File: src/source/frogger_defs.svh
`ifndef FROGGER_DEFS_SVH
`define FROGGER_DEFS_SVH

// Screen and tile geometry in pixels
`define FROG_TILE       32
`define FROG_SCREEN_W   640
`define FROG_SCREEN_H   480

// Top row of each traffic lane
`define FROG_LANE1_Y    128
`define FROG_LANE2_Y    192
`define FROG_LANE3_Y    256
`define FROG_LANE4_Y    320

// Frog spawn point, bottom middle of the field
`define FROG_START_X    320
`define FROG_START_Y    448
`define FROG_LIVES      3

// Pixels per frame tick, car 1 to car 6
`define FROG_CAR1_SPEED 2
`define FROG_CAR2_SPEED 3
`define FROG_CAR3_SPEED 4
`define FROG_CAR4_SPEED 1
`define FROG_CAR5_SPEED 2
`define FROG_CAR6_SPEED 3

// Car X after reset
`define FROG_CAR1_X0    0
`define FROG_CAR2_X0    96
`define FROG_CAR3_X0    200
`define FROG_CAR4_X0    400
`define FROG_CAR5_X0    320
`define FROG_CAR6_X0    500

`endif
File: src/source/froggerPkg.sv
package froggerPkg;

    ////////////////////////////////////////////////////////////
    // Play-field coordinates
    ////////////////////////////////////////////////////////////

    // Top-left corner of a sprite on the 640x480 field
    // 10 bits cover X up to 639, 9 bits cover Y up to 479
    typedef struct packed
    {
        logic [9:0] x;
        logic [8:0] y;
    } posT;

    ////////////////////////////////////////////////////////////
    // Traffic
    ////////////////////////////////////////////////////////////

    // Left edge X of the six cars
    // Index 0 is car 1; lane rows are fixed per index
    typedef logic [5:0][9:0] carsT;

endpackage

File: src/source/froggerTop.sv
`timescale 1ns/1ps

module froggerTop
    import froggerPkg::*;
(
    input  logic       i_Clk,
    input  logic       i_arstN,
    // Buttons, already debounced to pulses
    input  logic       i_Up,
    input  logic       i_Down,
    input  logic       i_Left,
    input  logic       i_Right,
    input  logic       i_Tick,
    output posT        o_Frog,
    output carsT       o_Cars,
    output logic       o_Collision,
    output logic [1:0] o_Lives,
    output logic [7:0] o_Score,
    output logic       o_GameOver
);

    // gameKeeper back to frogMover
    logic restart;

    ////////////////////////////////////////////////////////////
    // Play field
    ////////////////////////////////////////////////////////////

    frogMover i_frogMover (
        .i_Clk    (i_Clk),
        .i_arstN  (i_arstN),
        .i_Up     (i_Up),
        .i_Down   (i_Down),
        .i_Left   (i_Left),
        .i_Right  (i_Right),
        .i_Restart(restart),
        .i_Freeze (o_GameOver),
        .o_Frog   (o_Frog)
    );

    carTraffic i_carTraffic (
        .i_Clk  (i_Clk),
        .i_arstN(i_arstN),
        .i_Tick (i_Tick),
        .o_Cars (o_Cars)
    );

    collisions i_collisions (
        .i_Clk      (i_Clk),
        .i_arstN    (i_arstN),
        .i_Frog     (o_Frog),
        .i_Cars     (o_Cars),
        .o_Collision(o_Collision)
    );

    // Lives, score and restart sequencing
    gameKeeper i_gameKeeper (
        .i_Clk      (i_Clk),
        .i_arstN    (i_arstN),
        .i_Collision(o_Collision),
        .i_Frog     (o_Frog),
        .o_Restart  (restart),
        .o_Lives    (o_Lives),
        .o_Score    (o_Score),
        .o_GameOver (o_GameOver)
    );

endmodule

File: src/source/gameKeeper.sv
`timescale 1ns/1ps
`include "frogger_defs.svh"

module gameKeeper
    import froggerPkg::*;
(
    input  logic       i_Clk,
    input  logic       i_arstN,
    input  logic       i_Collision,
    input  posT        i_Frog,
    // One-cycle pulse, frog back to spawn
    output logic       o_Restart,
    output logic [1:0] o_Lives,
    output logic [7:0] o_Score,
    // Sticky until reset
    output logic       o_GameOver
);

    // Collision level of the previous cycle
    logic       collisionQ;
    logic       hit;
    logic       crossing;
    logic [1:0] livesLeft;

    ////////////////////////////////////////////////////////////
    // Event detection
    ////////////////////////////////////////////////////////////

    // New hit on the rising edge only; nothing counts once the game is over
    assign hit = i_Collision && !collisionQ && !o_GameOver && !o_Restart;

    // Top row reached; frog still sits there during the restart cycle
    assign crossing = (i_Frog.y == 9'd0) && !o_GameOver && !o_Restart;

    // Saturate at zero
    assign livesLeft = (o_Lives == 2'd0) ? 2'd0 : o_Lives - 2'd1;

    always_ff @(posedge i_Clk or negedge i_arstN)
    begin
        if (!i_arstN)
        begin
            collisionQ <= 1'b0;
            o_Restart  <= 1'b0;
            o_Lives    <= 2'(`FROG_LIVES);
            o_Score    <= 8'd0;
            o_GameOver <= 1'b0;
        end
        else
        begin
            collisionQ <= i_Collision;
            o_Restart  <= hit || crossing;
            if (hit)
            begin
                o_Lives <= livesLeft;
                // Last life gone
                if (livesLeft == 2'd0)
                begin
                    o_GameOver <= 1'b1;
                end
            end
            if (crossing)
            begin
                // Wraps after 255
                o_Score <= o_Score + 8'd1;
            end
        end
    end

    // Restart is a single-cycle pulse
    assert property (@(posedge i_Clk) disable iff (!i_arstN) o_Restart |=> !o_Restart)
        else $error("gameKeeper: restart held for two cycles");

    // Game over is sticky
    assert property (@(posedge i_Clk) disable iff (!i_arstN) o_GameOver |=> o_GameOver)
        else $error("gameKeeper: game over dropped");

endmodule

File: src/source/collisions.sv
`timescale 1ns/1ps
`include "frogger_defs.svh"

module collisions
    import froggerPkg::*;
(
    input  logic i_Clk,
    input  logic i_arstN,
    input  posT  i_Frog,
    input  carsT i_Cars,
    // Frog touches a car, one cycle behind its inputs
    output logic o_Collision
);

    localparam logic [10:0] Tile = 11'(`FROG_TILE);

    // Lane row per car, cars 5 and 6 share lanes 1 and 2
    localparam logic [9:0] LaneRow [6] = '{
        10'(`FROG_LANE1_Y), 10'(`FROG_LANE2_Y), 10'(`FROG_LANE3_Y),
        10'(`FROG_LANE4_Y), 10'(`FROG_LANE1_Y), 10'(`FROG_LANE2_Y)
    };

    logic [5:0] carHits;

    ////////////////////////////////////////////////////////////
    // Overlap rule
    ////////////////////////////////////////////////////////////

    // Frog left or right edge inside the car span, frog top inside the lane
    // No check across the wrap point
    function automatic logic carHit(input logic [9:0] carX, input logic [9:0] laneY,
                                    input posT frog);
        logic [10:0] frogL;
        logic [10:0] frogR;
        logic [10:0] carL;
        logic [10:0] carR;
        logic        hitX;
        logic        hitY;
        // Widened by one bit so X plus a tile cannot wrap
        frogL = {1'b0, frog.x};
        frogR = frogL + Tile;
        carL  = {1'b0, carX};
        carR  = carL + Tile;
        hitX  = ((frogL >= carL) && (frogL < carR)) || ((frogR >= carL) && (frogR < carR));
        hitY  = ({1'b0, frog.y} >= laneY) && ({1'b0, frog.y} < laneY + Tile[9:0]);
        return hitX && hitY;
    endfunction

    always_comb
    begin
        for (int k = 0; k < 6; k++)
        begin
            carHits[k] = carHit(i_Cars[k], LaneRow[k], i_Frog);
        end
    end

    // Any of the six cars
    always_ff @(posedge i_Clk or negedge i_arstN)
    begin
        if (!i_arstN)
        begin
            o_Collision <= 1'b0;
        end
        else
        begin
            o_Collision <= |carHits;
        end
    end

endmodule

File: src/source/carTraffic.sv
`timescale 1ns/1ps
`include "frogger_defs.svh"

module carTraffic
    import froggerPkg::*;
(
    input  logic i_Clk,
    input  logic i_arstN,
    // Frame strobe, one cycle
    input  logic i_Tick,
    output carsT o_Cars
);

    localparam int NumCars = 6;
    localparam logic [9:0] ScreenW = 10'(`FROG_SCREEN_W);

    // Per-car step size
    localparam logic [9:0] CarSpeed [NumCars] = '{
        10'(`FROG_CAR1_SPEED), 10'(`FROG_CAR2_SPEED), 10'(`FROG_CAR3_SPEED),
        10'(`FROG_CAR4_SPEED), 10'(`FROG_CAR5_SPEED), 10'(`FROG_CAR6_SPEED)
    };
    localparam logic [9:0] CarStart [NumCars] = '{
        10'(`FROG_CAR1_X0), 10'(`FROG_CAR2_X0), 10'(`FROG_CAR3_X0),
        10'(`FROG_CAR4_X0), 10'(`FROG_CAR5_X0), 10'(`FROG_CAR6_X0)
    };
    // Cars 1, 3, 5 sit in lanes 1 and 3, moving right
    localparam logic [NumCars-1:0] GoesRight = 6'b010101;

    carsT carsNext;

    ////////////////////////////////////////////////////////////
    // Step with wrap at the screen width
    ////////////////////////////////////////////////////////////

    always_comb
    begin
        for (int k = 0; k < NumCars; k++)
        begin
            if (GoesRight[k])
            begin
                // Past the right edge, reappear on the left
                if (o_Cars[k] >= ScreenW - CarSpeed[k])
                begin
                    carsNext[k] = o_Cars[k] + CarSpeed[k] - ScreenW;
                end
                else
                begin
                    carsNext[k] = o_Cars[k] + CarSpeed[k];
                end
            end
            else
            begin
                // Below zero, wrap to the right end
                if (o_Cars[k] >= CarSpeed[k])
                begin
                    carsNext[k] = o_Cars[k] - CarSpeed[k];
                end
                else
                begin
                    carsNext[k] = o_Cars[k] + ScreenW - CarSpeed[k];
                end
            end
        end
    end

    // Hold between ticks
    always_ff @(posedge i_Clk or negedge i_arstN)
    begin
        if (!i_arstN)
        begin
            for (int k = 0; k < NumCars; k++)
            begin
                o_Cars[k] <= CarStart[k];
            end
        end
        else if (i_Tick)
        begin
            o_Cars <= carsNext;
        end
    end

    // Wrap logic keeps every car on the field
    for (genvar k = 0; k < NumCars; k++)
    begin : gCarRange
        assert property (@(posedge i_Clk) disable iff (!i_arstN) o_Cars[k] < ScreenW)
            else $error("carTraffic: car %0d at X %0d", k + 1, o_Cars[k]);
    end

endmodule

File: src/source/frogMover.sv
`timescale 1ns/1ps
`include "frogger_defs.svh"

module frogMover
    import froggerPkg::*;
(
    input  logic i_Clk,
    input  logic i_arstN,
    // One-cycle button pulses
    input  logic i_Up,
    input  logic i_Down,
    input  logic i_Left,
    input  logic i_Right,
    // Back to spawn after a hit or a crossing
    input  logic i_Restart,
    // Game over, buttons dead
    input  logic i_Freeze,
    output posT  o_Frog
);

    // One tile per step
    localparam logic [9:0] StepX = 10'(`FROG_TILE);
    localparam logic [8:0] StepY = 9'(`FROG_TILE);
    // Last legal top-left corner
    localparam logic [9:0] MaxX = 10'(`FROG_SCREEN_W - `FROG_TILE);
    localparam logic [8:0] MaxY = 9'(`FROG_SCREEN_H - `FROG_TILE);
    localparam posT StartPos = '{x: 10'(`FROG_START_X), y: 9'(`FROG_START_Y)};

    posT frogNext;

    ////////////////////////////////////////////////////////////
    // Next position, Up > Down > Left > Right
    ////////////////////////////////////////////////////////////

    // Winning button only; a blocked move is dropped
    always_comb
    begin
        frogNext = o_Frog;
        if (i_Up)
        begin
            if (o_Frog.y >= StepY)
            begin
                frogNext.y = o_Frog.y - StepY;
            end
        end
        else if (i_Down)
        begin
            // Keep the whole tile on screen
            if (o_Frog.y <= MaxY - StepY)
            begin
                frogNext.y = o_Frog.y + StepY;
            end
        end
        else if (i_Left)
        begin
            if (o_Frog.x >= StepX)
            begin
                frogNext.x = o_Frog.x - StepX;
            end
        end
        else if (i_Right)
        begin
            if (o_Frog.x <= MaxX - StepX)
            begin
                frogNext.x = o_Frog.x + StepX;
            end
        end
    end

    // Restart wins over any button in the same cycle
    always_ff @(posedge i_Clk or negedge i_arstN)
    begin
        if (!i_arstN)
        begin
            o_Frog <= StartPos;
        end
        else if (i_Restart)
        begin
            o_Frog <= StartPos;
        end
        else if (!i_Freeze)
        begin
            o_Frog <= frogNext;
        end
    end

    // Frog always sits on the tile grid inside the field
    assert property (@(posedge i_Clk) disable iff (!i_arstN)
        ((o_Frog.x % StepX) == 10'd0) && ((o_Frog.y % StepY) == 9'd0) &&
        (o_Frog.x <= MaxX) && (o_Frog.y <= MaxY))
        else $error("frogMover: frog off grid at %0d,%0d", o_Frog.x, o_Frog.y);

endmodule

File: config.mk
export PLATFORM = sky130hd
export DESIGN_NAME = froggerTop
export DESIGN_NICKNAME = d
export VERILOG_FILES = /design/src/source/froggerPkg.sv /design/src/source/froggerTop.sv /design/src/source/gameKeeper.sv /design/src/source/collisions.sv /design/src/source/carTraffic.sv /design/src/source/frogMover.sv
export VERILOG_INCLUDE_DIRS = /design/src /design/src/source
export SDC_FILE = /design/constraint.sdc
export NUM_CORES = 1
export LEC_CHECK = 0
export BUFFER_PORTS_ARGS = -buffer_cell sky130_fd_sc_hd__buf_4
export CAP_MARGIN = 20
export CORE_MARGIN = 2
export CORE_UTILIZATION = 46
export CTS_CLUSTER_SIZE = 24
export DETAILED_ROUTE_END_ITERATION = 10
export PLACE_DENSITY = 0.74
export SYNTH_ARGS = -nofsm -noshare
export SYNTH_HDL_FRONTEND = slang
export SYNTH_HIERARCHICAL = 1
export SYNTH_SLANG_ARGS = --single-unit
File: constraint.sdc
create_clock -name i_Clk -period 4 [get_ports i_Clk]
set_clock_uncertainty 0.2 [all_clocks]
set_input_delay 0.6 -clock i_Clk [delete_from_list [all_inputs] [get_ports i_Clk]]
set_output_delay 0.6 -clock i_Clk [all_outputs]
set_load 0.02 [all_outputs]
==> impl_metrics.env, run 1 <==
export IMPL_portBuffers=83
export IMPL_tns_ns=0
export IMPL_p_leak_nw=4.75
export IMPL_cp_num_buf_inv=1
export IMPL_die_h_um=142
export IMPL_holdWs_ns=0.00953
export IMPL_final_cell_area_mm2=0.0100
export IMPL_dpl_hpwl_um=16900
export IMPL_status="complete, no violations"
export IMPL_max_freq_mhz=296
export IMPL_ys_ff_latch=79
export IMPL_cts_tree="built"
export IMPL_vias=7745
export IMPL_slew_headroom=0.498
export IMPL_start_util=0.470
export IMPL_arrival_ns=3.40
export IMPL_fp_dieArea_mm2=0.0202
export IMPL_fin_crit_ns=3.38
export IMPL_antenna_left=0
export IMPL_clock_root_buffer="clkbuf_16"
export IMPL_grt_total_usage=0.232
export IMPL_clkTransAtPathRegs_ns=0.07
export IMPL_max_stage_delay_ns=0.86
export IMPL_htreeDepth=3
export IMPL_area_growth_pct=13.9
export IMPL_tightest_slew_ns=0.734
export IMPL_cp_start_kind="flip-flop"
export IMPL_drc=0
export IMPL_yosysSeqAreaShare=0.228
export IMPL_ys_top_cells_by_area="ha_1 26%, dfrtp_1 16%, dfstp_2 6.9%"
export IMPL_first_iter_violations=470
export IMPL_setup_viol=0
export IMPL_filler_cell_count=1753
export IMPL_globalplace_congestion=0.936
export IMPL_finalCritPeriodShare=0.844
export IMPL_postCtsSetupBuffers=0
export IMPL_grt_pass1_vias=7584
export IMPL_cp_slowest_cell="dfstp_2"
export IMPL_fp_coreArea_mm2=0.0187
export IMPL_synth_warnings=6
export IMPL_hp_class="in2async"
export IMPL_report_final_slew_viol_count=0
export IMPL_design_portCount=98
export IMPL_first_pass_iters=4
export IMPL_cts_sinks=79
export IMPL_rsz0062_at_grt="false"
export IMPL_drv_cap=0
export IMPL_multi_input_area_mm2=0.00630
export IMPL_antenna_cells=0
export IMPL_synth_flop_cell="dfrtp_1"
export IMPL_placed_area_mm2=0.00965
export IMPL_wl_per_cell_um=17.5
export IMPL_synth_edf_count=0
export IMPL_yosysTopAreaCellShare=0.256
export IMPL_holdBufCountCts=0
export IMPL_synth_area_mm2=0.00879
export IMPL_post_cts_resized=0
export IMPL_antenna_found_initial=0
export IMPL_path_max_fanout=21
export IMPL_yosysTopAreaCell="ha_1"
export IMPL_grt_remaining_overflow=0
export IMPL_cts_buffers=9
export IMPL_wl_um=23100
export IMPL_cp_required_ns=4.02
export IMPL_cts_max_path_buffers=2
export IMPL_p_total_mw=8.88
export IMPL_hold_viol=0
export IMPL_die_w_um=142
export IMPL_worstSkewPairLatency_ns=0.35
export IMPL_yosysUniqueCellTypes=86
export IMPL_cp_cell_sequence="xnor2_1 -> buf_4 -> ha_1 -> nand4_1 -> or3b_2 -> o22ai_1 -> nor4_1 -> nor4_2 -> o311ai_1"
export IMPL_num_rows=50
export IMPL_synthesis_area_per_instance_um2=8.87
export IMPL_path_class="reg2reg"
export IMPL_grt_max_degree=80
export IMPL_powerDensity_mw_per_mm2=888
export IMPL_grt_pass1_wl_um=37700
export IMPL_vias_per_cell=5.88
export IMPL_path_delay_family="simple AND/OR/NAND/NOR gates"
export IMPL_ir_drop_mv=0.431
export IMPL_end_kind="flip-flop"
export IMPL_synth_async_reset_ratio=1.00
export IMPL_seq_area_mm2=0.00201
export IMPL_drive_gt1_frac=0.160
export IMPL_synth_cells=991
export IMPL_final_nets=1265
## cell type report
class | count | share of cell area
tap | 234 | 0.0292
sequential | 79 | 0.200
timing repair buffer | 96 | 0.0740
inverter | 89 | 0.0334
multi-input combinational | 803 | 0.629
clock buffer | 10 | 0.0239
clock inverter | 6 | 0.00987
## through the flow
stage / std cells / utilization / worst slack (ns)
after floorplan: 1003 / - / 0.233
after global placement: 1300 / 0.516 / 0.686
after detailed placement: 1300 / 0.516 / 0.624
after CTS: 1316 / 0.534 / 0.617
after global routing: 1317 / 0.535 / 0.387
final: 1317 / 0.535 / 0.622
## cells in the final DEF (no fill, tap or decap), types with 4 or more instances in the layout
cell,count
a2111oi_0,6
a211o_1,4
a211oi_1,19
a21o_1,27
a21oi_1,54
a31oi_1,10
and2_1,7
and3_1,11
and4_1,5
buf_4,95
clkbuf_16,9
conb_1,14
dfrtp_1,56
dfstp_2,23
ha_1,180
inv_1,89
mux2_2,8
mux2i_1,6
nand2_1,41
nand2b_1,14
nand3_1,39
nand4_1,22
nor2_1,63
nor2b_1,9
nor3_1,23
nor4_1,11
o2111ai_1,4
o211ai_1,8
o21a_1,9
o21ai_0,40
o21bai_1,6
o22ai_1,7
o31ai_1,6
or2_2,6
xnor2_1,49
xor2_1,23
## path summary, 6_finish.rpt
check / depth (start not counted) / slack [ns] / start / end
min reg2reg: 2 / 0.27 / i_gameKeeper/o_Lives[0]$_DFFE_PN1P_ / i_gameKeeper/o_Lives[0]$_DFFE_PN1P_
min in group i_Clk: 2 / 0.27 / i_gameKeeper/o_Lives[0]$_DFFE_PN1P_ / i_gameKeeper/o_Lives[0]$_DFFE_PN1P_
max reg2reg: 9 / 0.62 / i_frogMover/o_Frog[17]$_DFFE_PN1P_ / i_collisions/o_Collision$_DFF_PN0_
max in group asynchronous: 2 / 2.93 / i_arstN / i_carTraffic/o_Cars[34]$_DFFE_PN1P_
max: 9 / 0.62 / i_frogMover/o_Frog[17]$_DFFE_PN1P_ / i_collisions/o_Collision$_DFF_PN0_
min: 1 / 0.01 / i_arstN / i_carTraffic/o_Cars[14]$_DFFE_PN0P_
## power breakdown
| group | internal [mW] | switching (mW) |
|---|---|---|
| clock network | 0.575 | 0.386 |
| logic | 2.68 | 3.33 |
| registers | 1.19 | 0.728 |
| total | 4.44 | 4.44 |
## flip-flops by register name, summed over array words and instances, names as in the netlist
name and flops:
i_gameKeeper/o_Restart 1, i_collisions/o_Collision 1, i_carTraffic/o_Cars 56, i_gameKeeper/o_GameOver 1
i_gameKeeper/o_Lives 2, i_frogMover/o_Frog 9, i_gameKeeper/o_Score 8, i_gameKeeper/collisionQ 1
## logic make-up after synthesis
family,synth area share
AND/OR/NAND/NOR,0.182
AO/OA/AOI/OAI,0.184
adder cells (fa/ha/maj),0.256
buffers and inverters,0.0605
flip-flops,0.228
XOR/XNOR,0.0717
multiplexers,0.0171
other,0.000854
## synth_stat cells (7+ instances only)
cell and number:
and3_1 11, nor2_1 63, inv_1 89, o21ai_0 40, clkbuf_1 10, nor2b_1 9, nor3_1 23, buf_4 15
o21a_1 9, o22ai_1 7, ha_1 180, a211oi_1 19, a21o_1 27, and2_1 7, a21oi_1 54, nand4_1 22
nand2b_1 14, dfstp_2 23, xor2_1 23, nand3_1 39, mux2_2 8, nor4_1 11, dfrtp_1 56, xnor2_1 49
nand2_1 41, o211ai_1 8, a31oi_1 10
## per-layer routing
layer / part of all wire / routed length [um] / vias to the layer above / GRT usage
met5: 0 / 0 / - / 0
li1: - / - / 3809 / -
met1: 0.48 / 11100 / 3760 / 0.312
met3: 0.035 / 807 / 25 / 0.0357
met4: 0.019 / 440 / 0 / 0.0758
met2: 0.47 / 10800 / 151 / 0.383
## worst register-to-register path: stages (launching register included)
cell and delay [ns]:
dfstp_2 0.86, xnor2_1 0.34, buf_4 0.25, ha_1 0.29, nand4_1 0.12, or3b_2 0.47, o22ai_1 0.16, nor4_1 0.08
nor4_2 0.32, o311ai_1 0.15
Power figures use the tool's default switching activity.
==> run 2, diff against run 1 <==
Clock period 4 ns to 3.3 ns, I/O delays scaled along.
==> run 2 against run 1 <==
Net effect: critical path depth up 2; utilization up 0.74 points; worst setup slack worse by 0.51 ns; non-clock buffer count up 15; highest routed layer unchanged.
==> impl_metrics.env, run 2 (synthesis results as in run 1) <==
export IMPL_status="complete, no violations"
export IMPL_antenna_cells=0
export IMPL_layout_common_cells="178 x ha_1, 109 x buf_4, 89 x inv_1"
export IMPL_vias_per_cell=5.82
export IMPL_slew_headroom=0.505
export IMPL_final_nets=1280
export IMPL_globalplace_congestion=0.943
export IMPL_fin_crit_ns=3.19
export IMPL_hp_class="reg2reg"
export IMPL_grt_total_usage=0.229
export IMPL_fp_dieArea_mm2=0.0202
export IMPL_clkTransAtPathRegs_ns=0.07
export IMPL_report_final_slew_viol_count=0
export IMPL_first_iter_violations=482
export IMPL_whs_path_depth=0
export IMPL_drv_cap=0
export IMPL_ir_drop_mv=0.527
export IMPL_num_rows=50
export IMPL_max_freq_mhz=313
export IMPL_cts_sinks=79
export IMPL_antenna_found_initial=0
export IMPL_hold_viol=0
export IMPL_vias=7755
export IMPL_area_growth_pct=15.4
export IMPL_cts_buffers=9
export IMPL_setup_viol=0
export IMPL_die_h_um=142
export IMPL_cp_cell_sequence="ha_2 -> nand3_2 -> xnor2_4 -> buf_4 -> ha_1 -> nand4_1 -> or3b_2 -> o22ai_1 -> nor4_1 -> nor4_2 -> o311ai_1"
export IMPL_grt_max_degree=47
export IMPL_end_kind="flip-flop"
export IMPL_antenna_left=0
export IMPL_tightest_slew_ns=0.724
export IMPL_htreeDepth=3
export IMPL_powerDensity_mw_per_mm2=1060
export IMPL_placed_area_mm2=0.00978
export IMPL_portBuffers=83
export IMPL_finalCritPeriodShare=0.967
export IMPL_p_total_mw=10.8
export IMPL_reg_largest_list="i_carTraffic/o_Cars: 56 flops, i_frogMover/o_Frog: 9 flops, i_gameKeeper/o_Score: 8 flops"
export IMPL_rsz0062_at_grt="false"
export IMPL_cts_tree="built"
export IMPL_cp_start_kind="flip-flop"
export IMPL_drc=0
export IMPL_filler_cell_count=1694
export IMPL_r2r_cells=11
export IMPL_preCtsSetupSlack_ns=0.127
export IMPL_cp_slowest_cell="dfstp_4"
export IMPL_drive_gt1_frac=0.177
export IMPL_max_stage_delay_ns=0.63
export IMPL_fp_coreArea_mm2=0.0187
export IMPL_wl_um=22700
export IMPL_path_max_fanout=4
export IMPL_dpl_hpwl_um=17000
export IMPL_final_common_cell="ha_1"
export IMPL_grt_pass1_wl_um=37200
export IMPL_tns_ns=0
export IMPL_worst_slack_ns=0.108
export IMPL_largest_reg_flops=56
export IMPL_clock_root_buffer="clkbuf_16"
export IMPL_cts_max_path_buffers=2
export IMPL_holdWs_ns=0.265
export IMPL_worstSkewPairLatency_ns=0.36
export IMPL_arrival_ns=3.22
export IMPL_path_class="reg2reg"
export IMPL_start_util=0.470
export IMPL_final_cell_area_mm2=0.0101
export IMPL_cp_required_ns=3.33
export IMPL_wl_per_cell_um=17.1
export IMPL_first_pass_iters=5
export IMPL_design_portCount=98
export IMPL_die_w_um=142
export IMPL_grt_pass1_vias=7270
export IMPL_top_register="i_carTraffic/o_Cars"
export IMPL_p_leak_nw=4.82
export IMPL_grt_remaining_overflow=0
-- run 2: layout make-up --
cell class	count	area [um^2]	area share
multi-input cells	803	6350	0.625
repair buffers	111	848	0.0836
inverters	89	334	0.0329
flip-flops and latches	79	2010	0.198
clock buffers	10	239	0.0235
well taps	234	293	0.0288
clock inverters	6	76.3	0.00752
-- run 2: repair_timing --
item,4_1_cts,5_1_grt
hold endpoints to repair,20,0
hold buffers,1,0
gates resized for setup,0,3
setup buffers,0,3
setup endpoints to repair,0,1
-- run 2: path summary, 6_finish.rpt --
kind                                               startpoint                                   to  slack, ns
setup / recovery           i_frogMover/o_Frog[15]$_DFFE_PN1P_   i_collisions/o_Collision$_DFF_PN0_       0.11
hold / removal             i_collisions/o_Collision$_DFF_PN0_    i_gameKeeper/collisionQ$_DFF_PN0_       0.26
setup reg to reg           i_frogMover/o_Frog[15]$_DFFE_PN1P_   i_collisions/o_Collision$_DFF_PN0_       0.11
hold reg to reg            i_collisions/o_Collision$_DFF_PN0_    i_gameKeeper/collisionQ$_DFF_PN0_       0.26
max in group asynchronous                             i_arstN  i_carTraffic/o_Cars[48]$_DFFE_PN1P_       1.72
min in group asynchronous                             i_arstN    i_frogMover/o_Frog[5]$_DFFE_PN0P_       0.50
-- run 2: layer usage --
layer,GRT usage,part of all wire
met2,0.375,0.46
met1,0.312,0.47
met3,0.0316,0.045
met4,0.0732,0.025
met5,0,0
-- run 2: power breakdown --
| group | switching (mW) | total (mW) | internal (mW) |
|---|---|---|---|
| logic | 4.10 | 7.44 | 3.34 |
| clock network | 0.476 | 1.10 | 0.620 |
| registers | 0.794 | 2.24 | 1.45 |
| total | 5.37 | 10.8 | 5.41 |
-- run 2: stage by stage --
step                       util  cells
after global placement    0.523   1312
after CTS                 0.540   1329
final                     0.543   1332
after detailed placement  0.523   1312
after floorplan               -   1003
after global routing      0.543   1332
-- run 2: worst max-delay path: cells and delay by family, from the launching register on --
| family | cells | cell delay (ns) |
|---|---|---|
| and+or+nand+nor | 5 | 1.09 |
| DFF | 1 | 0.63 |
| adders and majority gates | 2 | 0.49 |
| AOI/OAI and AO/OA | 2 | 0.33 |
| xor gates and xnor gates | 1 | 0.17 |
| buffers and inverters | 1 | 0.16 |
